## config.mk

```make
export PLATFORM = sky130hd
export DESIGN_NAME = registerFile
export DESIGN_NICKNAME = d
export VERILOG_FILES = /design/src/rtl/rvIsaPkg.sv /design/src/rtl/registerFile.sv
export SDC_FILE = /design/constraint.sdc
export NUM_CORES = 2
export LEC_CHECK = 0
export ABC_AREA = 0
export ABC_CLOCK_PERIOD_IN_PS = 2810
export BUFFER_PORTS_ARGS = -buffer_cell sky130_fd_sc_hd__buf_4
export CORE_MARGIN = 2
export CORE_UTILIZATION = 55
export CTS_BUF_LIST = sky130_fd_sc_hd__clkbuf_8
export CTS_CLUSTER_DIAMETER = 60
export CTS_CLUSTER_SIZE = 40
export DETAILED_ROUTE_END_ITERATION = 10
export GPL_TIMING_DRIVEN = 0
export PLACE_DENSITY = 0.8
export SLEW_MARGIN = 20
export SYNTH_ARGS = -nofsm -noshare
export SYNTH_HDL_FRONTEND = slang
export SYNTH_SLANG_ARGS = --single-unit
```

## constraint.sdc

```tcl
create_clock -name clk -period 2.81 [get_ports clk]
set_clock_uncertainty 0.15 [all_clocks]
set_input_delay 0.281 -clock clk [delete_from_list [all_inputs] [get_ports clk]]
set_output_delay 0.281 -clock clk [all_outputs]
set_load 0.01 [all_outputs]
```

## src/rtl/rvIsaPkg.sv

```systemverilog
package rvIsaPkg;

  typedef logic [31:0] word_t;
  typedef logic [4:0]  regIndex_t;
  typedef logic [3:0]  aluOp_t;

  // alu operation codes with add at zero so a cleared bundle is harmless
  localparam aluOp_t aluAdd  = 4'd0;
  localparam aluOp_t aluSub  = 4'd1;
  localparam aluOp_t aluAnd  = 4'd2;
  localparam aluOp_t aluOr   = 4'd3;
  localparam aluOp_t aluXor  = 4'd4;
  localparam aluOp_t aluSlt  = 4'd5;
  localparam aluOp_t aluSltu = 4'd6;

  // major opcodes
  localparam logic [6:0] opOp    = 7'b0110011;
  localparam logic [6:0] opOpImm = 7'b0010011;
  localparam logic [6:0] opLoad  = 7'b0000011;
  localparam logic [6:0] opStore = 7'b0100011;

  localparam logic [2:0] f3AddSub = 3'b000;
  localparam logic [2:0] f3Slt    = 3'b010;
  localparam logic [2:0] f3Sltu   = 3'b011;
  localparam logic [2:0] f3Xor    = 3'b100;
  localparam logic [2:0] f3Or     = 3'b110;
  localparam logic [2:0] f3And    = 3'b111;
  // lw and sw
  localparam logic [2:0] f3Word   = 3'b010;

  localparam logic [6:0] funct7Base = 7'b0000000;
  localparam logic [6:0] funct7Sub  = 7'b0100000;

  // addi x0, x0, 0
  localparam word_t nopInstruction = 32'h0000_0013;

  localparam int dataMemWords = 64;

endpackage

```

## src/rtl/registerFile.sv

```systemverilog
`timescale 1ns/1ps

module registerFile
  import rvIsaPkg::*;
(
  input  logic      clk,
  input  logic      arstN,
  input  regIndex_t readIndexA,
  input  regIndex_t readIndexB,
  output word_t     readValueA,
  output word_t     readValueB,
  input  logic      writeEnable,
  input  regIndex_t writeIndex,
  input  word_t     writeValue
);

  // x0 has no storage
  word_t regs [1:31];

  always_ff @(posedge clk or negedge arstN) begin
    if (!arstN) begin
      for (int i = 1; i < 32; i++) begin
        regs[i] <= '0;
      end
    end else if (writeEnable && writeIndex != '0) begin
      regs[writeIndex] <= writeValue;
    end
  end

  // the value being written this cycle is visible to decode right away
  assign readValueA = (readIndexA == '0) ? '0 :
                      (writeEnable && writeIndex == readIndexA) ? writeValue : regs[readIndexA];
  assign readValueB = (readIndexB == '0) ? '0 :
                      (writeEnable && writeIndex == readIndexB) ? writeValue : regs[readIndexB];

endmodule

```

==> metrics.txt <==
Synth Flop Type dfrtp_1; R2R depth 3; Yosys top cell area share 46.3%; Crit Path Class input port to primary output; max_cap viols 0; CP arrival 3.04 ns; nets 3,993; post-DP HPWL 150,000 um; clk_lat worst skew 0.78 ns; Least-Margin Pin Slew 1.35 ns; vias in the first global route 40,371; failing checks negative hold slack, negative setup slack; Mean Syn Cell Area 14.8 um^2; Worst Hold Class input port to async pin; Post-Syn Instances 3,632; syn_nets 3,682; vias per inst 7.71; root buffer cell clkbuf_8; Final ANT Viol Nets 0; DRC viols 0; Starting Density 55.5%; # fillers 6,941; CP Capture Type primary output; I/O pin count 114; Die ar. 0.100 mm^2; final setup vio count 64; max reg flops 992; Most common cell on crit path clkbuf_1; layout cells sized above 1 57.4%; sequential fraction of the synthesis area 46.3%; area grow syn2layout 14.8%; Largest Register regs; Critical Path RT 2.38 ns; largest net degree at the start of global routing 141; commonest non-fill, non-tap cell in the layout mux2_2; H-tree Lvls 3; Die H 316 um; die span in x 316 um; total global routing overflow 0; setup ws final -0.660 ns; Post-synth EDFFs 0; fin crit share 123%; Leak 26.7 nW; Bufs on Longest Clock Path 3; asr flop ratio synth 100%; Startpoint Class input port; initial DRC count 6,320; status complete, but fails checks; hold slack -0.0760 ns; #FFs+latches synth 992; via count 40,820; clk slew on worst S/H paths 0.11 ns; PD cells 650 mW/mm^2; DP Worst Slack -1.60 ns; RD Place Congestion 1.07; Slew HR 10.3%; WL final 225,000 um; top post-synthesis cells by area dfrtp_1 46%, mux2_2 23%, mux4_2 18%; Post-Syn Area 0.0537 mm^2; Hold Violations, Final 79; setup_tns -21.13 ns; Wirelength per Cell 42.4 um; CTS tree built; most frequent cells in the layout 1,060 x mux2_2, 992 x dfrtp_1, 430 x mux4_2; Sink Count 992; f_max 288 MHz; core area 0.0967 mm^2; Critical Path Max Stage Delay 0.63 ns; fin crit period 3.47 ns; Rows 114; GRT Overall Usage 45.1%; Syn. warnings 0; first-pass GRT wire length 308,000 um; RSZ-0062 raised after global routing yes; DRT Pass-1 Iters 8; Critical-path top delay cell clkbuf_1; top flop regs regs x992; CP top delay family simple AND/OR/NAND/NOR gates; Final Slew Violations 0; Worst Path Buf+Inv 3; crit-path max FO 10; crit-path cells clkbuf_1, nand2b_1, clkbuf_1, nor2_1, nor3_1, a211oi_2, nor3_2, buf_4; count of cell types in the netlist 60; VDD IR max 566 uV; port bufs 101; Crit path depth 8; Synth area leader dfrtp_1; Num CTS Buffers 80; initial antenna violation count 13
==> repair_timing <==
item / CTS / global route
pin swaps: 129 / 35
setup endpoints to repair: 64 / 64
gates resized for setup: 464 / 78
endpoints found under the hold margin: 605 / 16
setup buffers: 69 / 13
hold buffers: 33 / 1
==> cell usage after synthesis, types with 51 or more instances <==
master,n
mux2_2,1084
buf_1,51
nand2_1,67
a211oi_1,62
clkbuf_1,217
nor2_1,101
nor3_1,70
dfrtp_1,992
mux2i_1,68
a221oi_1,67
buf_2,77
mux4_2,426
==> through the flow <==
step | instances | utilization, % | cell area, um^2 | power [W]
after floorplan | 3632 | - | 53700 | 0.0253
after global placement | 5009 | 57.9 | 56000 | 0.0285
after detailed placement | 5023 | 58.3 | 56400 | 0.0290
after CTS | 5272 | 63.2 | 61100 | 0.0392
after global routing | 5286 | 63.7 | 61600 | 0.0410
final | 5297 | 63.7 | 61600 | 0.0401
==> final cells by class <==
| cell class | count | area [um^2] | share of cell area [%] |
|---|---|---|---|
| multi-input combinational | 2239 | 28400 | 46.1 |
| antenna | 12 | 30.0 | 0.0488 |
| sequential | 992 | 24800 | 40.3 |
| tap | 1276 | 1600 | 2.59 |
| clock inverter | 62 | 756 | 1.23 |
| buffer | 397 | 2640 | 4.29 |
| inverter | 2 | 7.51 | 0.0122 |
| clock buffer | 86 | 1180 | 1.92 |
| timing repair buffer | 231 | 2170 | 3.52 |
==> worst paths after layout <==
kind / start / endpoint / slack (ns)
hold reg to reg: regs[774]$_DFFE_PN0P_ / regs[774]$_DFFE_PN0P_ / 0.39
setup reg to reg: regs[535]$_DFFE_PN0P_ / regs[535]$_DFFE_PN0P_ / 1.62
min in group clk: writeValue[18] / regs[50]$_DFFE_PN0P_ / 0.12
setup / recovery: readIndexB[4] / readValueB[16] / -0.66
hold / removal: arstN / regs[424]$_DFFE_PN0P_ / -0.08
max in group asynchronous: arstN / regs[116]$_DFFE_PN0P_ / 0.55
==> per-layer routing <==
metal | up-vias | GRT usage, % | wire length (um)
met5 | - | 1.18 | 230
met4 | 8 | 38.1 | 23800
met3 | 1212 | 23.9 | 36500
met2 | 3838 | 60.8 | 91900
met1 | 20993 | 52.7 | 72100
li1 | 14769 | - | -
==> power breakdown <==
group | internal (W) | switching (W)
clock network | 0.00351 | 0.00622
logic | 0.00607 | 0.00508
registers | 0.0170 | 0.00213
==> kinds of logic (layout without fill, tap and decap cells) <==
| logic type | after synthesis | count (layout) | share of synthesized area [%] |
|---|---|---|---|
| multiplexers | 1585 | 1585 | 42.2 |
| flip-flops | 992 | 992 | 46.3 |
| buffers and inverters | 401 | 778 | 3.57 |
| AO/OA/AOI/OAI | 338 | 338 | 5.17 |
| AND/OR/NAND/NOR | 306 | 306 | 2.67 |
| XOR/XNOR | 10 | 10 | 0.163 |
| other | 0 | 12 | 0 |
Power figures use the tool's default switching activity.
