File: src/rtl/rvIsaPkg.sv
package rvIsaPkg;

  typedef logic [31:0] word_t;
  typedef logic [4:0]  regIndex_t;
  typedef logic [3:0]  aluOp_t;

  // alu operation codes with add at zero so a cleared bundle is harmless
  localparam aluOp_t aluAdd  = 4'd0;
  localparam aluOp_t aluSub  = 4'd1;
  localparam aluOp_t aluAnd  = 4'd2;
  localparam aluOp_t aluOr   = 4'd3;
  localparam aluOp_t aluXor  = 4'd4;
  localparam aluOp_t aluSlt  = 4'd5;
  localparam aluOp_t aluSltu = 4'd6;

  // major opcodes
  localparam logic [6:0] opOp    = 7'b0110011;
  localparam logic [6:0] opOpImm = 7'b0010011;
  localparam logic [6:0] opLoad  = 7'b0000011;
  localparam logic [6:0] opStore = 7'b0100011;

  localparam logic [2:0] f3AddSub = 3'b000;
  localparam logic [2:0] f3Slt    = 3'b010;
  localparam logic [2:0] f3Sltu   = 3'b011;
  localparam logic [2:0] f3Xor    = 3'b100;
  localparam logic [2:0] f3Or     = 3'b110;
  localparam logic [2:0] f3And    = 3'b111;
  // lw and sw
  localparam logic [2:0] f3Word   = 3'b010;

  localparam logic [6:0] funct7Base = 7'b0000000;
  localparam logic [6:0] funct7Sub  = 7'b0100000;

  // addi x0, x0, 0
  localparam word_t nopInstruction = 32'h0000_0013;

  localparam int dataMemWords = 64;

endpackage

File: src/rtl/rvPipePkg.sv
package rvPipePkg;
  import rvIsaPkg::*;

  typedef struct packed {
    logic   aluSrc;
    logic   memRead;
    logic   memWrite;
    logic   memToReg;
    logic   regWrite;
    aluOp_t aluOp;
  } ctrl_t;

  // a bubble does nothing in any later stage
  localparam ctrl_t bubbleCtrl = '0;

  typedef struct packed {
    ctrl_t     ctrl;
    word_t     rs1Value;
    word_t     rs2Value;
    regIndex_t rs1;
    regIndex_t rs2;
    regIndex_t rd;
    word_t     imm;
  } decodeToExec_t;

  // only the memory and write-back fields of ctrl matter from here on
  typedef struct packed {
    ctrl_t     ctrl;
    word_t     aluResult;
    word_t     storeData;
    regIndex_t rd;
  } execToMem_t;

  typedef struct packed {
    regIndex_t rd;
    word_t     value;
  } retire_t;

endpackage

File: src/rtl/resultStage.sv
`timescale 1ns/1ps

module resultStage
  import rvIsaPkg::*;
  import rvPipePkg::*;
(
  input  logic       clk,
  input  logic       arstN,
  input  execToMem_t fromExec,
  output logic       wbRegWrite,
  output regIndex_t  wbRd,
  output word_t      wbValue,
  output logic       retireValid,
  output retire_t    retire
);

  word_t                             dataMem [dataMemWords];
  logic [$clog2(dataMemWords)-1:0]   memIndex;
  word_t                             memValue;

  // word address without the byte offset
  assign memIndex = fromExec.aluResult[$clog2(dataMemWords)+1:2];
  assign memValue = fromExec.ctrl.memToReg ? dataMem[memIndex] : fromExec.aluResult;

  always_ff @(posedge clk or negedge arstN) begin
    if (!arstN) begin
      for (int i = 0; i < dataMemWords; i++) begin
        dataMem[i] <= '0;
      end
    end else if (fromExec.ctrl.memWrite) begin
      dataMem[memIndex] <= fromExec.storeData;
    end
  end

  always_ff @(posedge clk or negedge arstN) begin
    if (!arstN) begin
      wbRegWrite <= 1'b0;
    end else begin
      wbRegWrite <= fromExec.ctrl.regWrite;
    end
  end

  always_ff @(posedge clk) begin
    wbRd    <= fromExec.rd;
    wbValue <= memValue;
  end

  assign retireValid = wbRegWrite;
  assign retire      = '{rd: wbRd, value: wbValue};

  assertAddrInRange: assert property (
    @(posedge clk) disable iff (!arstN)
    (fromExec.ctrl.memRead || fromExec.ctrl.memWrite) |->
      (fromExec.aluResult < dataMemWords * 4 && fromExec.aluResult[1:0] == 2'b00)
  );

endmodule

File: config.mk
export PLATFORM = sky130hd
export DESIGN_NAME = resultStage
export DESIGN_NICKNAME = d
export VERILOG_FILES = /design/src/rtl/rvIsaPkg.sv /design/src/rtl/rvPipePkg.sv /design/src/rtl/resultStage.sv
export SDC_FILE = /design/constraint.sdc
export NUM_CORES = 2
export LEC_CHECK = 0
export BUFFER_PORTS_ARGS = -buffer_cell sky130_fd_sc_hd__buf_2
export CORE_UTILIZATION = 50
export DETAILED_ROUTE_END_ITERATION = 8
export PLACE_DENSITY_LB_ADDON = 0.1
export SLEW_MARGIN = 10
export SYNTH_ARGS = -nofsm -noshare
export SYNTH_HDL_FRONTEND = slang
export SYNTH_SLANG_ARGS = --single-unit
export TNS_END_PERCENT = 100
File: constraint.sdc
create_clock -name clk -period 4.8 [get_ports clk]
set_input_delay 0 -clock clk [delete_from_list [all_inputs] [get_ports clk]]
set_output_delay 0 -clock clk [all_outputs]
set_load 0.02 [all_outputs]
==> flow_summary.json <==
{
  "r2r_start": "dataMem[347]",
  "rows": 159,
  "setup_tns_ps": 0,
  "place_hpwl_um": 193000,
  "clock_latency_ps": 880,
  "ys_types": 66,
  "drt_iter0_markers": 6359,
  "grt-ovfl-total": 0,
  "drive_gt1_frac": 0.471,
  "synth_edf_count": 0,
  "setup_slack_ps": 1240,
  "nets": 6738,
  "fin_crit_sh": 0.741,
  "finalSetupViolCount": 0,
  "cts_tree": "yes",
  "tightestPinTransition_ps": 1300,
  "vias": 61700,
  "finalClockSkew_ps": 41.3,
  "ys_seq_elements": 2086,
  "end_kind": "flip-flop",
  "cts.sinks": 2086,
  "vias_per_cell": 6.59,
  "dieWidth_um": 437,
  "synthArstFlopShare": 0.982,
  "endpoint": "wbValue[25]",
  "clockBufferDepth": 3,
  "ys_warn_count": 0,
  "total_power_w": 0.0441,
  "post_drt_wl_per_cell_um": 35.4,
  "dieHeight_um": 437,
  "p_leak_nw": 49.4,
  "period_needed_ps": 3560,
  "ant_nets": 0,
  "rsz0062_at_grt": "false",
  "required_ps": 5560,
  "synth.avg_cell_area_um2": 14.2,
  "drv_slew": 0,
  "post-route-drc-count": 32,
  "cts_root_buffer": "clkbuf_16",
  "syn_nets": 6759,
  "cp-start-kind": "input pin",
  "post-place-ws_ps": 1240,
  "met1_usage": 0.485,
  "core-area_um2": 188000,
  "gr-usage-met3": 0.0684,
  "r2r_slack_ps": 1700,
  "cts_made_buffers": 220,
  "synth_cells": 6679,
  "ios": 156,
  "drtPass1Iterations": 8,
  "criticalPathCategory": "in -> reg",
  "hold_viol": 1,
  "hold_class": "in -> async",
  "crit_path_start": "fromExec[40]",
  "failed_checks": "DRC, hold timing",
  "clkTransAtPathRegs_ps": 60,
  "timing.fmax_ghz": 0.281,
  "antenna_found_initial": 17,
  "grt-busiest-layer": "met2",
  "port_buffers": 149,
  "max-cap-violations": 0,
  "ys.flop_type": "dfrtp_1",
  "start_util": 0.504,
  "synth_seq_area_share": 0.550,
  "grt_pass1_wl_um": 474000,
  "relSlewSlack": 0.132,
  "syn_to_final_growth_pct": 12.4,
  "grt_usage": 0.348,
  "use_met2": 0.532,
  "crit_arrival_ps": 4310,
  "holdWs_ps": -14.3,
  "peakVddDrop_v": 0.000337,
  "htreeDepth": 4,
  "die_area_um2": 191000,
  "totalWireLength_um": 331000,
  "outcome": "finished, violations left",
  "stdcell_area_um2": 106000,
  "grt_pass1_vias": 62300,
  "dpl_cell_area_um2": 98000,
  "synth_area_um2": 94600,
  "ff2ff_path_depth": 7,
  "grt_max_degree": 162,
  "powerDensity_nw_per_um2": 414,
  "r2r_end": "wbValue[27]",
  "critPathMaxFanout": 60,
  "gp_congestion": 0.831,
  "post_cts_buffers": 0
}
## power by group
group / internal, W / switching (W)
sequential: 0.0199 / 0.00111
combinational: 0.00292 / 0.00282
clock: 0.00998 / 0.00734
## logic make-up (layout without fill, tap and decap cells)
logic type,Yosys count,after routing,share of synthesized area
AND/OR/NAND/NOR,374,374,0.0174
other,0,3,0
buffers and inverters,747,922,0.0380
multiplexers,2604,2604,0.328
flip-flops,2086,2086,0.550
AO/OA/AOI/OAI,868,868,0.0670
## cell usage after synthesis, drive strengths merged, types with 28 or more instances
| cell type | number | share of area |
|---|---|---|
| a22oi | 143 | 0.011 |
| buf | 439 | 0.026 |
| dfxtp | 37 | 0.0078 |
| nor2 | 137 | 0.0055 |
| o21ai | 104 | 0.0055 |
| mux2i | 217 | 0.023 |
| mux2 | 2211 | 0.26 |
| clkbuf | 303 | 0.012 |
| a221oi | 213 | 0.020 |
| a21oi | 122 | 0.0065 |
| dfrtp | 2049 | 0.54 |
| o22ai | 86 | 0.0057 |
| nand2 | 141 | 0.0056 |
| a22o | 28 | 0.0026 |
| mux4 | 176 | 0.042 |
## critical path, stage by stage
cell and delay [ps]:
dlygate4sd3_1 570, buf_8 490, buf_4 550, mux4_2 550, and3_1 190, a31oi_1 580
nand4_1 320, o32a_1 390, dlygate4sd3_1 570
## area by class of cell
class                      count  area, um2
fill                       15200      81400
sequential                  2086      52000
timing repair buffer         499       4400
tap                         2495       3120
inverter                       5       28.8
multi-input combinational   3846      39500
clock buffer                 350       6700
antenna                        3       7.51
clock inverter                68        678
## layer usage
metal / vias to the layer above / share of wire / routed length, um
met4: 10 / 0.046 / 15100
met3: 675 / 0.078 / 26000
met2: 2562 / 0.45 / 151000
li1: 24700 / - / -
met5: - / 0.00028 / 92
met1: 33700 / 0.42 / 140000
## how the worst min path moves through the flow
stage	from	to	cells after the start
floorplan	arstN	dataMem[0]	0
global placement	arstN	retireValid	1
detailed placement	arstN	retireValid	1
CTS	fromExec[38]	wbValue[1]	3
global route	fromExec[38]	wbValue[1]	3
finish	arstN	retireValid	3
## per-stage QoR
step / utilization / instances
finish: 0.567 / 9352
global route: 0.567 / 9350
CTS: 0.567 / 9348
detailed placement: 0.522 / 8832
global placement: 0.522 / 8832
floorplan: - / 6679
## layout by cell type, fill, tap and decap left out, types with 62 or more instances in the layout
cell type      count
mux2_2          2191
dfrtp_1         2049
clkbuf_16        222
mux2i_1          217
a221oi_1         213
buf_4            196
mux4_2           176
a22oi_1          143
buf_2            143
a21oi_1          122
nand2_1          108
o21ai_0          104
dlygate4sd3_1     98
nor2_1            97
o22ai_1           86
clkbuf_8          66
clkbuf_1          62
## repair_timing
item,CTS,global route
hold buffers,98,1
hold endpoints to repair,2630,64
gates resized for setup,0,0
## flip-flops by register name, indices dropped and copies added (netlist names)
register / cells
dataMem: 2048
retireValid: 1
wbRd: 5
wbValue: 32
Power figures use the tool's default switching activity.
