### src/rtl/rvIsaPkg.sv
package rvIsaPkg;

  typedef logic [31:0] word_t;
  typedef logic [4:0]  regIndex_t;
  typedef logic [3:0]  aluOp_t;

  // alu operation codes with add at zero so a cleared bundle is harmless
  localparam aluOp_t aluAdd  = 4'd0;
  localparam aluOp_t aluSub  = 4'd1;
  localparam aluOp_t aluAnd  = 4'd2;
  localparam aluOp_t aluOr   = 4'd3;
  localparam aluOp_t aluXor  = 4'd4;
  localparam aluOp_t aluSlt  = 4'd5;
  localparam aluOp_t aluSltu = 4'd6;

  // major opcodes
  localparam logic [6:0] opOp    = 7'b0110011;
  localparam logic [6:0] opOpImm = 7'b0010011;
  localparam logic [6:0] opLoad  = 7'b0000011;
  localparam logic [6:0] opStore = 7'b0100011;

  localparam logic [2:0] f3AddSub = 3'b000;
  localparam logic [2:0] f3Slt    = 3'b010;
  localparam logic [2:0] f3Sltu   = 3'b011;
  localparam logic [2:0] f3Xor    = 3'b100;
  localparam logic [2:0] f3Or     = 3'b110;
  localparam logic [2:0] f3And    = 3'b111;
  // lw and sw
  localparam logic [2:0] f3Word   = 3'b010;

  localparam logic [6:0] funct7Base = 7'b0000000;
  localparam logic [6:0] funct7Sub  = 7'b0100000;

  // addi x0, x0, 0
  localparam word_t nopInstruction = 32'h0000_0013;

  localparam int dataMemWords = 64;

endpackage

### src/rtl/fetchUnit.sv
`timescale 1ns/1ps

module fetchUnit
  import rvIsaPkg::*;
(
  input  logic  clk,
  input  logic  arstN,
  input  logic  stall,
  input  word_t instruction,
  output word_t pc,
  output word_t decodeInstruction
);

  // pc and the fetch-to-decode register move together
  always_ff @(posedge clk or negedge arstN) begin
    if (!arstN) begin
      pc                <= '0;
      decodeInstruction <= nopInstruction;
    end else if (!stall) begin
      pc                <= pc + 32'd4;
      decodeInstruction <= instruction;
    end
  end

endmodule

### config.mk
export PLATFORM = sky130hd
export DESIGN_NAME = fetchUnit
export DESIGN_NICKNAME = d
export VERILOG_FILES = /design/src/rtl/rvIsaPkg.sv /design/src/rtl/fetchUnit.sv
export SDC_FILE = /design/constraint.sdc
export NUM_CORES = 1
export LEC_CHECK = 0
export BUFFER_PORTS_ARGS = -buffer_cell sky130_fd_sc_hd__buf_2
export CAP_MARGIN = 20
export CORE_MARGIN = 8
export CORE_UTILIZATION = 40
export DETAILED_ROUTE_END_ITERATION = 6
export PLACE_DENSITY_LB_ADDON = 0.1
export SYNTH_ARGS = -nofsm -noshare
export SYNTH_HDL_FRONTEND = slang
export SYNTH_SLANG_ARGS = --single-unit
### constraint.sdc
create_clock -name clk -period 1.65 [get_ports clk]
set_clock_uncertainty 0.05 [all_clocks]
set_input_delay 0.2475 -clock clk [delete_from_list [all_inputs] [get_ports clk]]
set_output_delay 0.2475 -clock clk [all_outputs]
set_load 0.005 [all_outputs]
==> metrics.txt <==
# TYPE chip_impl_metric gauge
chip_impl_metric{name="number_of_nets_still_failing_antenna_checks_after_routing",unit=""} 0
chip_impl_metric{name="path_max_fanout",unit=""} 4
chip_impl_metric{name="num-fill-cells",unit=""} 578
chip_impl_metric{name="first_global_vias",unit=""} 1972
chip_impl_metric{name="final-hold-violation-count",unit=""} 0
chip_impl_metric{name="post-route-period-util",unit=""} 0.9619
chip_impl_info{name="critical_path.startpoint_type",value="flop"} 1
chip_impl_info{name="worstSetupPathType",value="flop to flop"} 1
chip_impl_metric{name="timing.critical_path.required",unit="ps"} 1810
chip_impl_metric{name="die_w",unit="um"} 96.16
chip_impl_metric{name="power_density_over_cell_area",unit="nW/um^2"} 1056
chip_impl_metric{name="global_route.usage.total",unit=""} 0.1354
chip_impl_info{name="timing.critical_path.to_type",value="flop"} 1
chip_impl_metric{name="post-place-ws",unit="ps"} 48.80
chip_impl_info{name="worst_path_dominant_cell_family",value="simple AND/OR/NAND/NOR gates"} 1
chip_impl_metric{name="finalCoreUtilization",unit=""} 0.5440
chip_impl_metric{name="clk_transition_reported_paths",unit="ps"} 70
chip_impl_metric{name="drv_cap",unit=""} 0
chip_impl_info{name="synth_most_common_cell",value="dfrtp_1"} 1
chip_impl_metric{name="max_stage_delay",unit="ps"} 400
chip_impl_metric{name="mappedNetlistArea",unit="um^2"} 2570
chip_impl_metric{name="timing.final.setup_violations",unit=""} 0
chip_impl_info{name="netlist_top_cells_count",value="dfrtp_1 (59), mux2_2 (33), xnor2_1 (25), nand4_1 (10)"} 1
chip_impl_metric{name="pin_count_of_the_biggest_net_entering_global_routing",unit=""} 63
chip_impl_metric{name="number_of_cts_inserted_buffers",unit=""} 9
chip_impl_metric{name="synthDistinctLibCells",unit=""} 26
chip_impl_metric{name="io-pin-count",unit=""} 99
chip_impl_metric{name="regToRegSetupSlack",unit="ps"} 60
chip_impl_metric{name="clock_sinks",unit=""} 62
chip_impl_metric{name="synth-async-reset-ratio",unit=""} 1.000
chip_impl_info{name="worstSetupStartpoint",value="pc[2]"} 1
chip_impl_metric{name="critical_path_arrival",unit="ps"} 1750
chip_impl_metric{name="dp.final_hpwl",unit="um"} 4303
chip_impl_metric{name="layout-drive-gt1-share",unit=""} 0.5227
chip_impl_metric{name="finish.net_count",unit=""} 339
chip_impl_info{name="timing.rr.start",value="pc[2]"} 1
chip_impl_metric{name="final_critical_path_setup_slack",unit="ps"} 62.83
chip_impl_metric{name="synth_top_area_share",unit=""} 0.5745
chip_impl_metric{name="drc_errors",unit=""} 0
chip_impl_metric{name="source_to_sink_clock_delay_at_the_later_pin_of_the_worst_skew_pair",unit="ps"} 330
chip_impl_metric{name="fp.dieArea",unit="um^2"} 9246
chip_impl_metric{name="placeableCoreArea",unit="um^2"} 6277
chip_impl_info{name="hold_class",value="input port to flop"} 1
chip_impl_metric{name="drt_wl_total",unit="um"} 5822
chip_impl_metric{name="rd_place_congestion",unit=""} 0.7282
chip_impl_info{name="slowest_stage",value="nor4_1"} 1
chip_impl_info{name="postSynth.topFlopCell",value="dfrtp_1"} 1
chip_impl_metric{name="floorplan.initialDensity",unit=""} 0.4094
chip_impl_info{name="clockRootBuffer",value="clkbuf_8"} 1
chip_impl_info{name="tritoncts",value="built"} 1
chip_impl_metric{name="gr-total-overflow",unit=""} 0
chip_impl_metric{name="cp_num_buf_inv",unit=""} 1
chip_impl_metric{name="maxSlewViolCount",unit=""} 0
chip_impl_metric{name="starting_drt_drc_count",unit=""} 37
chip_impl_metric{name="cts_max_path_buffers",unit=""} 2
chip_impl_metric{name="firstDrtPassIters",unit=""} 4
chip_impl_metric{name="peakVddDrop",unit="uV"} 569.7
chip_impl_info{name="outcome",value="finished clean"} 1
chip_impl_metric{name="post_drt_wl_per_cell",unit="um"} 15.12
chip_impl_metric{name="syn_to_final_growth",unit="%"} 32.86
chip_impl_metric{name="rows",unit=""} 29
chip_impl_metric{name="fin_tns_setup",unit="ps"} 0
chip_impl_metric{name="syn-instance-count",unit=""} 188
chip_impl_metric{name="crit_path_time_final",unit="ps"} 1587
chip_impl_metric{name="avgViaCountPerCell",unit=""} 4.745
chip_impl_metric{name="avgSynthCellArea",unit="um^2"} 13.67
chip_impl_metric{name="grt_first_pass_wirelength",unit="um"} 9515
chip_impl_metric{name="vias",unit=""} 1827
chip_impl_info{name="cp_cell_sequence",value="buf_4, nand4b_1, nor4_1, nand4_1, xnor2_1"} 1
chip_impl_metric{name="port-buffer-count",unit=""} 96
chip_impl_info{name="worst_hold_startpoint",value="instruction[21]"} 1
chip_impl_metric{name="synth_warnings",unit=""} 0
chip_impl_metric{name="fmax",unit="GHz"} 0.6301
chip_impl_metric{name="grt_antenna_before_repair",unit=""} 0
chip_impl_metric{name="yosysSeqAreaShare",unit=""} 0.6052
chip_impl_metric{name="diodes",unit=""} 0
chip_impl_metric{name="number_of_enable_type_register_cells_in_the_synthesized_netlist",unit=""} 0
chip_impl_metric{name="cts_htree_levels",unit=""} 3
chip_impl_info{name="top_cell_type_by_total_area_after_synthesis",value="dfrtp_1"} 1
chip_impl_metric{name="synth.ff_latch_count",unit=""} 62
chip_impl_info{name="ys_top_cells_by_area",value="dfrtp_1 (57%), mux2_2 (14%), xnor2_1 (8.5%)"} 1
chip_impl_metric{name="die_height",unit="um"} 96.16
chip_impl_metric{name="cellLeakagePower",unit="uW"} 0.001712
flip-flops by register name (all words and copies together), names as in the netlist:
name,flops
decodeInstruction,32
pc,30
per-stage QoR:
stage / instance area, um^2 / hold WS [ps] / total power (uW) / instances
after CTS: 3403 / 78.36 / 3659 / 384
after global placement: 3222 / 241.4 / 2445 / 367
after detailed placement: 3222 / 237.4 / 2461 / 367
final: 3415 / 96.62 / 3607 / 385
after global routing: 3415 / 78.82 / 3814 / 385
after floorplan: 2574 / -98.09 / 2093 / 189
logic make-up (layout without fill, tap and decap cells):
logic type                 Yosys count  in the layout  share of synthesized area
DFF                                 62             62                     0.6052
and+or+nand+nor                     52             52                     0.1271
muxes                               33             33                     0.1446
xor gates and xnor gates            29             29                    0.09883
buffers and inverters               10            129                    0.01801
adders and majority gates            1              1                   0.004868
other                                1              2                   0.001459
metal layers:
layer,vias to the layer above,wire [um],GRT usage
li1,878,-,-
met1,884,2421,0.1595
met2,59,2740,0.2049
met3,6,596,0.06474
met4,0,63,0.06146
met5,-,0,0
cell usage in the layout (no fill, tap or decap), drive strengths merged:
cell / netlist / layout
nand4b: 3 / 3
clkinv: 0 / 1
xor2: 4 / 4
nand4: 11 / 11
ha: 1 / 1
xnor2: 25 / 25
dlygate4sd3: 0 / 1
dfstp: 3 / 3
buf: 7 / 110
nand3: 9 / 9
inv: 2 / 2
and3: 5 / 5
and3b: 1 / 1
nand2b: 2 / 2
dfrtp: 59 / 59
nor4b: 1 / 1
conb: 1 / 2
nand2: 9 / 9
and4: 2 / 2
nor3: 2 / 2
nor2: 6 / 6
nor4: 1 / 1
clkbuf: 1 / 15
mux2: 33 / 33
report_power, final:
group	leakage [uW]	switching, uW	internal [uW]
clock	0.0000877	544	628
sequential	0.000778	104	1690
combinational	0.000846	282	360
total	0.00171	930	2680
what timing repair did:
item / 4_1_cts / 5_1_grt
resized for setup: 0 / 1
endpoints found under the setup margin: 0 / 8
hold endpoints to repair: 59 / 0
hold buffers: 1 / 0
buffers inserted: 0 / 1
path summary, 6_finish.rpt:
path / endpoint / cells after the start
max: pc[31] / 5
min: decodeInstruction[21] / 2
max reg2reg: pc[31] / 5
min reg2reg: pc[22] / 1
max in group asynchronous: decodeInstruction[4] / 3
min in group asynchronous: decodeInstruction[30] / 3
cell type report:
| cell class | instances | area, um^2 | share of cell area |
|---|---|---|---|
| sequential | 62 | 1555 | 0.4555 |
| multi-input combinational | 117 | 972.2 | 0.2847 |
| timing repair buffer | 111 | 611.8 | 0.1792 |
| clock buffer | 15 | 166.4 | 0.04874 |
| tap | 77 | 96.34 | 0.02822 |
| inverter | 2 | 7.507 | 0.002199 |
| clock inverter | 1 | 5.005 | 0.001466 |
Note: power is estimated with default switching activity, not from simulation.
