### src/rtl/rvIsaPkg.sv
package rvIsaPkg;

  typedef logic [31:0] word_t;
  typedef logic [4:0]  regIndex_t;
  typedef logic [3:0]  aluOp_t;

  // alu operation codes with add at zero so a cleared bundle is harmless
  localparam aluOp_t aluAdd  = 4'd0;
  localparam aluOp_t aluSub  = 4'd1;
  localparam aluOp_t aluAnd  = 4'd2;
  localparam aluOp_t aluOr   = 4'd3;
  localparam aluOp_t aluXor  = 4'd4;
  localparam aluOp_t aluSlt  = 4'd5;
  localparam aluOp_t aluSltu = 4'd6;

  // major opcodes
  localparam logic [6:0] opOp    = 7'b0110011;
  localparam logic [6:0] opOpImm = 7'b0010011;
  localparam logic [6:0] opLoad  = 7'b0000011;
  localparam logic [6:0] opStore = 7'b0100011;

  localparam logic [2:0] f3AddSub = 3'b000;
  localparam logic [2:0] f3Slt    = 3'b010;
  localparam logic [2:0] f3Sltu   = 3'b011;
  localparam logic [2:0] f3Xor    = 3'b100;
  localparam logic [2:0] f3Or     = 3'b110;
  localparam logic [2:0] f3And    = 3'b111;
  // lw and sw
  localparam logic [2:0] f3Word   = 3'b010;

  localparam logic [6:0] funct7Base = 7'b0000000;
  localparam logic [6:0] funct7Sub  = 7'b0100000;

  // addi x0, x0, 0
  localparam word_t nopInstruction = 32'h0000_0013;

  localparam int dataMemWords = 64;

endpackage

### src/rtl/rvPipePkg.sv
package rvPipePkg;
  import rvIsaPkg::*;

  typedef struct packed {
    logic   aluSrc;
    logic   memRead;
    logic   memWrite;
    logic   memToReg;
    logic   regWrite;
    aluOp_t aluOp;
  } ctrl_t;

  // a bubble does nothing in any later stage
  localparam ctrl_t bubbleCtrl = '0;

  typedef struct packed {
    ctrl_t     ctrl;
    word_t     rs1Value;
    word_t     rs2Value;
    regIndex_t rs1;
    regIndex_t rs2;
    regIndex_t rd;
    word_t     imm;
  } decodeToExec_t;

  // only the memory and write-back fields of ctrl matter from here on
  typedef struct packed {
    ctrl_t     ctrl;
    word_t     aluResult;
    word_t     storeData;
    regIndex_t rd;
  } execToMem_t;

  typedef struct packed {
    regIndex_t rd;
    word_t     value;
  } retire_t;

endpackage

### src/rtl/executeStage.sv
`timescale 1ns/1ps

module executeStage
  import rvIsaPkg::*;
  import rvPipePkg::*;
(
  input  logic          clk,
  input  logic          arstN,
  input  decodeToExec_t fromDecode,
  input  logic          wbRegWrite,
  input  regIndex_t     wbRd,
  input  word_t         wbValue,
  output regIndex_t     execRd,
  output logic          execMemRead,
  output execToMem_t    toMem
);

  word_t      operandA;
  word_t      forwardedB;
  word_t      operandB;
  word_t      aluResult;
  execToMem_t nextToMem;

  // newest producer wins so the memory stage goes before write-back
  function automatic word_t forwardOperand(
    regIndex_t src,
    word_t     regValue,
    logic      memRegWrite,
    regIndex_t memRd,
    word_t     memValue,
    logic      lateRegWrite,
    regIndex_t lateRd,
    word_t     lateValue
  );
    word_t picked;
    picked = regValue;
    if (memRegWrite && memRd == src) begin
      picked = memValue;
    end else if (lateRegWrite && lateRd == src) begin
      picked = lateValue;
    end
    return picked;
  endfunction

  assign operandA   = forwardOperand(fromDecode.rs1, fromDecode.rs1Value, toMem.ctrl.regWrite,
                                     toMem.rd, toMem.aluResult, wbRegWrite, wbRd, wbValue);
  assign forwardedB = forwardOperand(fromDecode.rs2, fromDecode.rs2Value, toMem.ctrl.regWrite,
                                     toMem.rd, toMem.aluResult, wbRegWrite, wbRd, wbValue);
  assign operandB   = fromDecode.ctrl.aluSrc ? fromDecode.imm : forwardedB;

  always_comb begin
    case (fromDecode.ctrl.aluOp)
      aluAdd:  aluResult = operandA + operandB;
      aluSub:  aluResult = operandA - operandB;
      aluAnd:  aluResult = operandA & operandB;
      aluOr:   aluResult = operandA | operandB;
      aluXor:  aluResult = operandA ^ operandB;
      aluSlt:  aluResult = {31'd0, $signed(operandA) < $signed(operandB)};
      aluSltu: aluResult = {31'd0, operandA < operandB};
      default: aluResult = '0;
    endcase
  end

  always_comb begin
    nextToMem.ctrl      = fromDecode.ctrl;
    nextToMem.aluResult = aluResult;
    nextToMem.storeData = forwardedB;
    nextToMem.rd        = fromDecode.rd;
  end

  always_ff @(posedge clk or negedge arstN) begin
    if (!arstN) begin
      toMem <= '0;
    end else begin
      toMem <= nextToMem;
    end
  end

  // seen by decode for load-use detection
  assign execRd      = fromDecode.rd;
  assign execMemRead = fromDecode.ctrl.memRead;

  assertMemNotRType: assert property (
    @(posedge clk) disable iff (!arstN)
    (fromDecode.ctrl.memRead || fromDecode.ctrl.memWrite) |->
      (fromDecode.ctrl.aluSrc && !(fromDecode.ctrl.memRead && fromDecode.ctrl.memWrite))
  );

endmodule

### config.mk
export PLATFORM = sky130hd
export DESIGN_NAME = executeStage
export DESIGN_NICKNAME = d
export VERILOG_FILES = /design/src/rtl/rvIsaPkg.sv /design/src/rtl/rvPipePkg.sv /design/src/rtl/executeStage.sv
export SDC_FILE = /design/constraint.sdc
export NUM_CORES = 1
export LEC_CHECK = 0
export CAP_MARGIN = 10
export CORE_ASPECT_RATIO = 0.8
export CORE_MARGIN = 3
export CORE_UTILIZATION = 55
export CTS_BUF_LIST = sky130_fd_sc_hd__clkbuf_4 sky130_fd_sc_hd__clkbuf_8
export CTS_CLUSTER_DIAMETER = 120
export DETAILED_ROUTE_END_ITERATION = 10
export DONT_BUFFER_PORTS = 1
export PLACE_DENSITY = 0.69
export SYNTH_ARGS = -nofsm -noshare
export SYNTH_HDL_FRONTEND = slang
export SYNTH_SLANG_ARGS = --single-unit
### constraint.sdc
create_clock -name clk -period 4.25 [get_ports clk]
set_input_delay 0 -clock clk [delete_from_list [all_inputs] [get_ports clk]]
set_output_delay 0 -clock clk [all_outputs]
set_load 0.05 [all_outputs]
==> metrics.md, run 1 <==
| Metric | Value |
|---|---|
| Count of final setup violators | `18` |
| Synth warnings | `0` |
| Xor and xnor fraction of the mapped netlist area | `0.0303` |
| Synth Flop Type | `dfrtp_1` |
| Finished Cell Area | `12400 µm²` |
| Multi-input combinational cell area | `7180 µm²` |
| Leading cell type in the layout, fill and taps excluded | `buf_4` |
| Async S/R FF share, synth | `1.00` |
| CP Cell Sequence | `buf_4 > xor2_1 > nor4_1 > and3_2 > buf_12 > nand2_1 > o21ai_1 > ha_4 > nor2_2 > o211ai_1 > buf_4 > a2111oi_4 > o31ai_2 > a31oi_2 > a31oi_4 > and4_4 > a2111oi_4 > nand2_1` |
| DP HPWL | `25.8 mm` |
| Hold Violations, Final | `0` |
| CP max-delay cell | `a2111oi_4` |
| Critical Path AT | `4.72 ns` |
| Pleak | `5.42 nW` |
| Max_cap viols | `0` |
| Cts bufs inserted | `9` |
| Worst rel slew slack | `0.156` |
| Crit start category | `flip-flop` |
| Avg Cell Area, Syn | `7.81 µm²` |
| Root Buffer Master | `clkbuf_8` |
| Regs by FF count | `toMem (78)` |
| Worst setup EP type | `flip-flop` |
| Clock latency at the later pin of the worst-skew pair | `0.40 ns` |
| Kind of critical path | `flip-flop to flip-flop` |
| Syn nets | `1413` |
| Peak Freq | `225 MHz` |
| Final design utilization | `0.782` |
| Complex-gate fraction of the synthesized area | `0.255` |
| Die X | `149 µm` |
| Post-route setup TNS | `-1.92 ns` |
| Fin crit period | `4.44 ns` |
| First drt pass iteration count | `5` |
| TritonCTS clock tree | `done` |
| Largest family of logic cells by synthesized area | `compound AO/OA/AOI/OAI gates` |
| Initial antenna violation count | `1` |
| Clock-pin slew on the worst setup and hold paths | `0.11 ns` |
| Fraction of layout cells with a size suffix above 1 | `0.278` |
| Placed cell area | `10400 µm²` |
| Switching Share | `0.460` |
| Max reg flops | `78` |
| DRC | `0` |
| Most frequent cells in the layout | `193 x buf_4, 114 x nand2_1, 92 x inv_1` |
| Adder-Cell Fraction of Synth Area | `0.148` |
| Sequential share of the synthesized area | `0.218` |
| Fin cells | `1581` |
| Initial DRC Count | `1286` |
| Crit share post-route | `1.04` |
| Combinational power share | `0.505` |
| Internal Power | `0.00184 W` |
| Cells after Synth | `1148` |
| Sequential fraction of design power | `0.302` |
| Total congestion overflow | `0` |
| Skew final | `0.0112 ns` |
| Reg area | `1960 µm²` |
| Post-synthesis mux area share | `0.117` |
| Initial core utilization | `0.566` |
| Final GP Congestion | `0.980` |
| Post-synth EDFFs | `0` |
| Sink Count | `78` |
| Largest net degree at the start of global routing | `79` |
| Clock buffer depth | `2` |
| RSZ-0062 raised after global routing | `yes` |
| Worst Hold Class | `primary input to output port` |
| Share of total power in the clock network | `0.194` |
| Die Y | `120 µm` |
| Post-synth cell types | `77` |
| Port bufs | `0` |
| CP max stage delay | `0.45 ns` |
| Routed wire length | `40.1 mm` |
| Top-level I/O count | `244` |
| H-Tree Depth | `3` |
| PwrDens | `275 nW/µm²` |
| Global Route Usage Sum | `0.396` |
| Fillers | `1066` |
| Via count | `10400` |
| First-pass GRT wire length | `55.3 mm` |
| Synthesized area | `8970 µm²` |
| Yosys reg bits | `78` |
| Setup WS post-layout | `-0.190 ns` |
| Pre-CTS setup slack | `-0.411 ns` |
| Net Switching | `0.00157 W` |
| Crit path max fanout | `21` |
| Row Count | `41` |
| Run status | `finished, violations left` |
| Post-route antenna net violation count | `0` |
| Critical path data required time | `4.53 ns` |
| Die area | `17900 µm²` |
| Vias per cell | `6.58` |
| Worst slew pin tran | `1.26 ns` |
| Synth Area in Simple Gates | `0.156` |
| Final Slew Violations | `0` |
| Area growth from synthesis to layout | `38.2%` |
| Vias in the first global route | `9708` |
| Failing checks | `negative setup slack` |
| Layout net count | `1625` |
| Largest reg by FF count | `toMem` |
| Max VDD drop | `0.000176 V` |
| Placed cells | `1465` |
| Core outline area | `15900 µm²` |
| Mean routed wirelength per cell | `25.4 µm` |
==> path summary, 6_finish.rpt <==
kind / start / end / slack, ns / depth (start not counted)
max: toMem[1] / toMem[66] / -0.19 / 18
min: fromDecode[33] / execRd[1] / 0.0004 / 0
max reg2reg: toMem[1] / toMem[66] / -0.19 / 18
min reg2reg: toMem[43] / toMem[11] / 0.62 / 2
max in group asynchronous: arstN / toMem[58] / 3.70 / 2
min in group asynchronous: arstN / toMem[11] / 0.20 / 2
==> metrics by stage <==
stage	power (W)	hold WS, ns
after floorplan	0.00188	-0.296
after global placement	0.00237	-0.293
after detailed placement	0.00237	-0.293
after CTS	0.00318	0.000652
after global routing	0.00355	0.0000917
final	0.00341	0.000367
==> timing repair <==
action / in CTS / in global routing
hold endpoints to repair: 133 / 3
pin swaps: 37 / 67
hold buffers: 59 / 6
buffers inserted: 14 / 19
endpoints found under the setup margin: 17 / 20
resized for setup: 65 / 125
cloned: 1 / 2
==> power by group through the flow <==
| stage | clock [W] | sequential, W | combinational [W] |
|---|---|---|---|
| after CTS | 0.000651 | 0.00103 | 0.00150 |
| final | 0.000661 | 0.00103 | 0.00172 |
| after global placement | 0 | 0.00104 | 0.00133 |
| after global routing | 0.000683 | 0.00103 | 0.00183 |
| after detailed placement | 0 | 0.00104 | 0.00133 |
| after floorplan | 0 | 0.00107 | 0.000810 |
==> metal layers <==
metal / up-vias / part of all wire / global-route usage
met1: 4913 / 0.39 / 0.538
met5: - / 0 / 0
met2: 795 / 0.43 / 0.605
met4: 0 / 0.055 / 0.152
met3: 193 / 0.12 / 0.108
li1: 4502 / - / -
==> cell type report <==
cell class | instances | share of cell area
antenna | 1 | 0.000202
clock buffer | 9 | 0.00999
clock inverter | 7 | 0.00656
inverter | 96 | 0.0291
multi-input combinational | 898 | 0.579
sequential | 78 | 0.158
tap | 215 | 0.0217
timing repair buffer | 277 | 0.196
==> cells by family after synthesis <==
family                   count (synthesis)
AO/OA/AOI/OAI                          358
AND/OR/NAND/NOR                        303
buffers and inverters                  172
adder cells (fa/ha/maj)                105
multiplexers                           101
flip-flops                              78
XOR/XNOR                                31
==> synth_stat cells (14+ instances only) <==
cell	number	area (µm²)
xor2_1	18	158
nand2_1	115	432
mux2_2	29	327
a21oi_1	94	470
nor3_1	15	75.1
nor4_1	14	87.6
nor2_1	82	308
clkbuf_1	51	191
dfrtp_1	78	1950
ha_1	103	1290
o21ai_0	116	581
inv_1	94	353
o211ai_1	16	120
mux2i_1	72	721
==> critical path, delay by kind of cell, from the launching register on <==
kind / cells / cell delay, ns
compound gates: 7 / 1.71
simple gates: 6 / 1.21
flops: 1 / 0.44
buf+inv: 3 / 0.49
fa+ha+maj: 1 / 0.31
xor+xnor: 1 / 0.14
Note: power is estimated with default switching activity, not from simulation.
==> inputs of run 2 (changes only) <==
GPL_TIMING_DRIVEN = 1   (was default)
clock period = 4 ns   (was 4.25 ns; I/O delays follow)
==> metrics.md, run 2 (same netlist as run 1, synthesis figures left out) <==
| Metric | Value |
|---|---|
| Max reg flops | `78` |
| Worst setup EP type | `flip-flop` |
| Root Buffer Master | `clkbuf_8` |
| TritonCTS clock tree | `done` |
| Fin cells | `1655` |
| Top-level I/O count | `244` |
| CP max stage delay | `0.75 ns` |
| First-pass GRT wire length | `57.3 mm` |
| Placed cells | `1530` |
| First drt pass iteration count | `7` |
| R2R Path Start | `toMem[2]` |
| DRC | `0` |
| Hold Crit Depth | `0` |
| Most frequent cells in the layout | `270 x buf_4, 110 x nand2_1, 93 x inv_1` |
| CP top delay family | `simple AND/OR/NAND/NOR gates` |
| Die X | `149 µm` |
| Vias per cell | `6.59` |
| Initial DRC Count | `1414` |
| Area growth from synthesis to layout | `44.8%` |
| Clock buffer depth | `2` |
| Global Route Usage Sum | `0.407` |
| Kind of critical path | `flip-flop to flip-flop` |
| Worst slew pin tran | `1.20 ns` |
| RSZ-0062 raised after global routing | `yes` |
| Fin crit period | `5.17 ns` |
| Mean routed wirelength per cell | `25.6 µm` |
| Final GP Congestion | `0.974` |
| Core outline area | `15900 µm²` |
| Regs by FF count | `toMem (78)` |
| Die area | `17900 µm²` |
| Crit share post-route | `1.29` |
| CP Cell Sequence | `buf_4 > xor2_1 > nor4_2 > and3_4 > buf_4 > nand2_1 > o21ai_0 > buf_4 > fa_2 > a21o_1 > a31oi_4 > or4b_4 > a211oi_4 > o31ai_4 > a311oi_4 > a221oi_2 > xnor2_1 > o221ai_1` |
| Flop2flop setup slack | `-1.17 ns` |
| Max_cap viols | `0` |
| PwrDens | `290 nW/µm²` |
| Critical path data required time | `4.26 ns` |
| Setup WS post-layout | `-1.17 ns` |
| Worst rel slew slack | `0.202` |
| Reg2Reg Depth | `18` |
| Via count | `10900` |
| Skew final | `0.0197 ns` |
| Fraction of layout cells with a size suffix above 1 | `0.337` |
| Max VDD drop | `0.000181 V` |
| CP max-delay cell | `nor4_2` |
| Hold Violations, Final | `2` |
| Initial core utilization | `0.566` |
| Leading cell type in the layout, fill and taps excluded | `buf_4` |
| Initial antenna violation count | `4` |
| Worst Hold Class | `primary input to flip-flop` |
| Vias in the first global route | `10200` |
| Bufs and invs on worst path | `3` |
| Worst Setup SP | `toMem[2]` |
| Run status | `finished, violations left` |
| WP depth | `18` |
| Critical path endpoint | `toMem[65]` |
| Clock-pin slew on the worst setup and hold paths | `0.10 ns` |
| Layout net count | `1698` |
| Peak Freq | `193 MHz` |
| Count of final setup violators | `31` |
| CP dominant cell by count | `buf_4` |
| Failing checks | `negative hold slack, negative setup slack` |
| Fin Hold WS | `-0.374 ns` |
| Die Y | `120 µm` |
| Largest reg by FF count | `toMem` |
| Critical Path AT | `5.43 ns` |
| Port bufs | `0` |
| Total congestion overflow | `0` |
| DP HPWL | `26.3 mm` |
| Routed wire length | `42.4 mm` |
| Row Count | `41` |
| Final Slew Violations | `0` |
| Sink Count | `78` |
| Pleak | `5.80 nW` |
| H-Tree Depth | `3` |
| Clock latency at the later pin of the worst-skew pair | `0.40 ns` |
| Largest net degree at the start of global routing | `79` |
| Crit start category | `flip-flop` |
| Post-route antenna net violation count | `0` |
| Crit path max fanout | `6` |
| FF-to-FF End | `toMem[65]` |
| Cts bufs inserted | `9` |
-- run 2: cell count changes in the layout (fill, tap and decap cells not counted), moves of 4 or more --
cell / before / now
a21oi_1: 87 / 73
a21oi_2: 6 / 15
a21oi_4: 1 / 6
and3_4: 1 / 5
buf_12: 8 / 3
buf_4: 193 / 270
buf_6: 7 / 11
dlygate4sd3_1: 64 / 59
ha_1: 80 / 84
ha_4: 20 / 13
mux2_2: 12 / 16
mux2_4: 17 / 13
nand2_1: 114 / 110
-- run 2: power breakdown --
| part | switching, W | leakage [nW] | internal [W] |
|---|---|---|---|
| Combinational | 0.00113 | 4.74 | 0.000906 |
| Clock | 0.000357 | 0.104 | 0.000296 |
| Sequential | 0.000225 | 0.959 | 0.000850 |
-- run 2: worst min-delay path by stage --
| stage | startpoint | endpoint | slack, ns |
|---|---|---|---|
| after detailed placement | arstN | toMem[5] | -0.29 |
| after global placement | arstN | toMem[9] | -0.29 |
| after floorplan | arstN | toMem[0] | -0.30 |
| after global routing | fromDecode[113] | toMem[71] | -0.38 |
| final | fromDecode[113] | toMem[71] | -0.37 |
| after CTS | fromDecode[113] | toMem[71] | -0.37 |
-- run 2: repair_timing --
item / 4_1_cts / 5_1_grt
pin swaps: 47 / 43
gates cloned: 3 / 1
endpoints found under the setup margin: 23 / 26
setup buffers: 22 / 23
endpoints found under the hold margin: 123 / 6
resized for setup: 101 / 103
hold buffers: 57 / 3
-- run 2: worst reg2reg max path, delay by kind of cell, from the launching register on --
kind	cells	cell delay, ns
buffers and inverters	3	0.57
AND/OR/NAND/NOR	4	1.79
flip-flops	1	0.44
adder cells (fa/ha/maj)	1	0.23
XOR/XNOR	2	0.37
AO/OA/AOI/OAI	8	1.63
-- run 2: final cells by class --
class / instances / area [µm²]
Multi-Input combinational cell: 900 / 7290
Clock buffer: 10 / 131
Sequential cell: 78 / 1960
Antenna cell: 2 / 5.00
Timing Repair Buffer: 348 / 2910
Inverter: 96 / 360
Clock inverter: 6 / 62.6
Fill cell: 949 / 2860
Tap cell: 215 / 269
-- run 2: per-layer routing --
metal / GRT usage / up-vias / wire length [µm]
li1: - / 4656 / -
met1: 0.540 / 5167 / 15900
met2: 0.643 / 843 / 18200
met3: 0.106 / 244 / 5470
met4: 0.146 / 4 / 2740
met5: 0 / - / 44
-- run 2: per-stage QoR --
| stage | power, W | setup slack, ns | utilization | setup TNS (ns) | area [µm²] |
|---|---|---|---|---|---|
| floorplan | 0.00202 | -0.146 | - | -0.675 | 9170 |
| global placement | 0.00261 | -0.427 | 0.690 | -5.58 | 10900 |
| detailed placement | 0.00263 | -0.512 | 0.690 | -7.09 | 10900 |
| CTS | 0.00346 | -0.339 | 0.777 | -4.17 | 12300 |
| global route | 0.00390 | -1.35 | 0.819 | -29.15 | 13000 |
| finish | 0.00376 | -1.17 | 0.819 | -24.64 | 13000 |
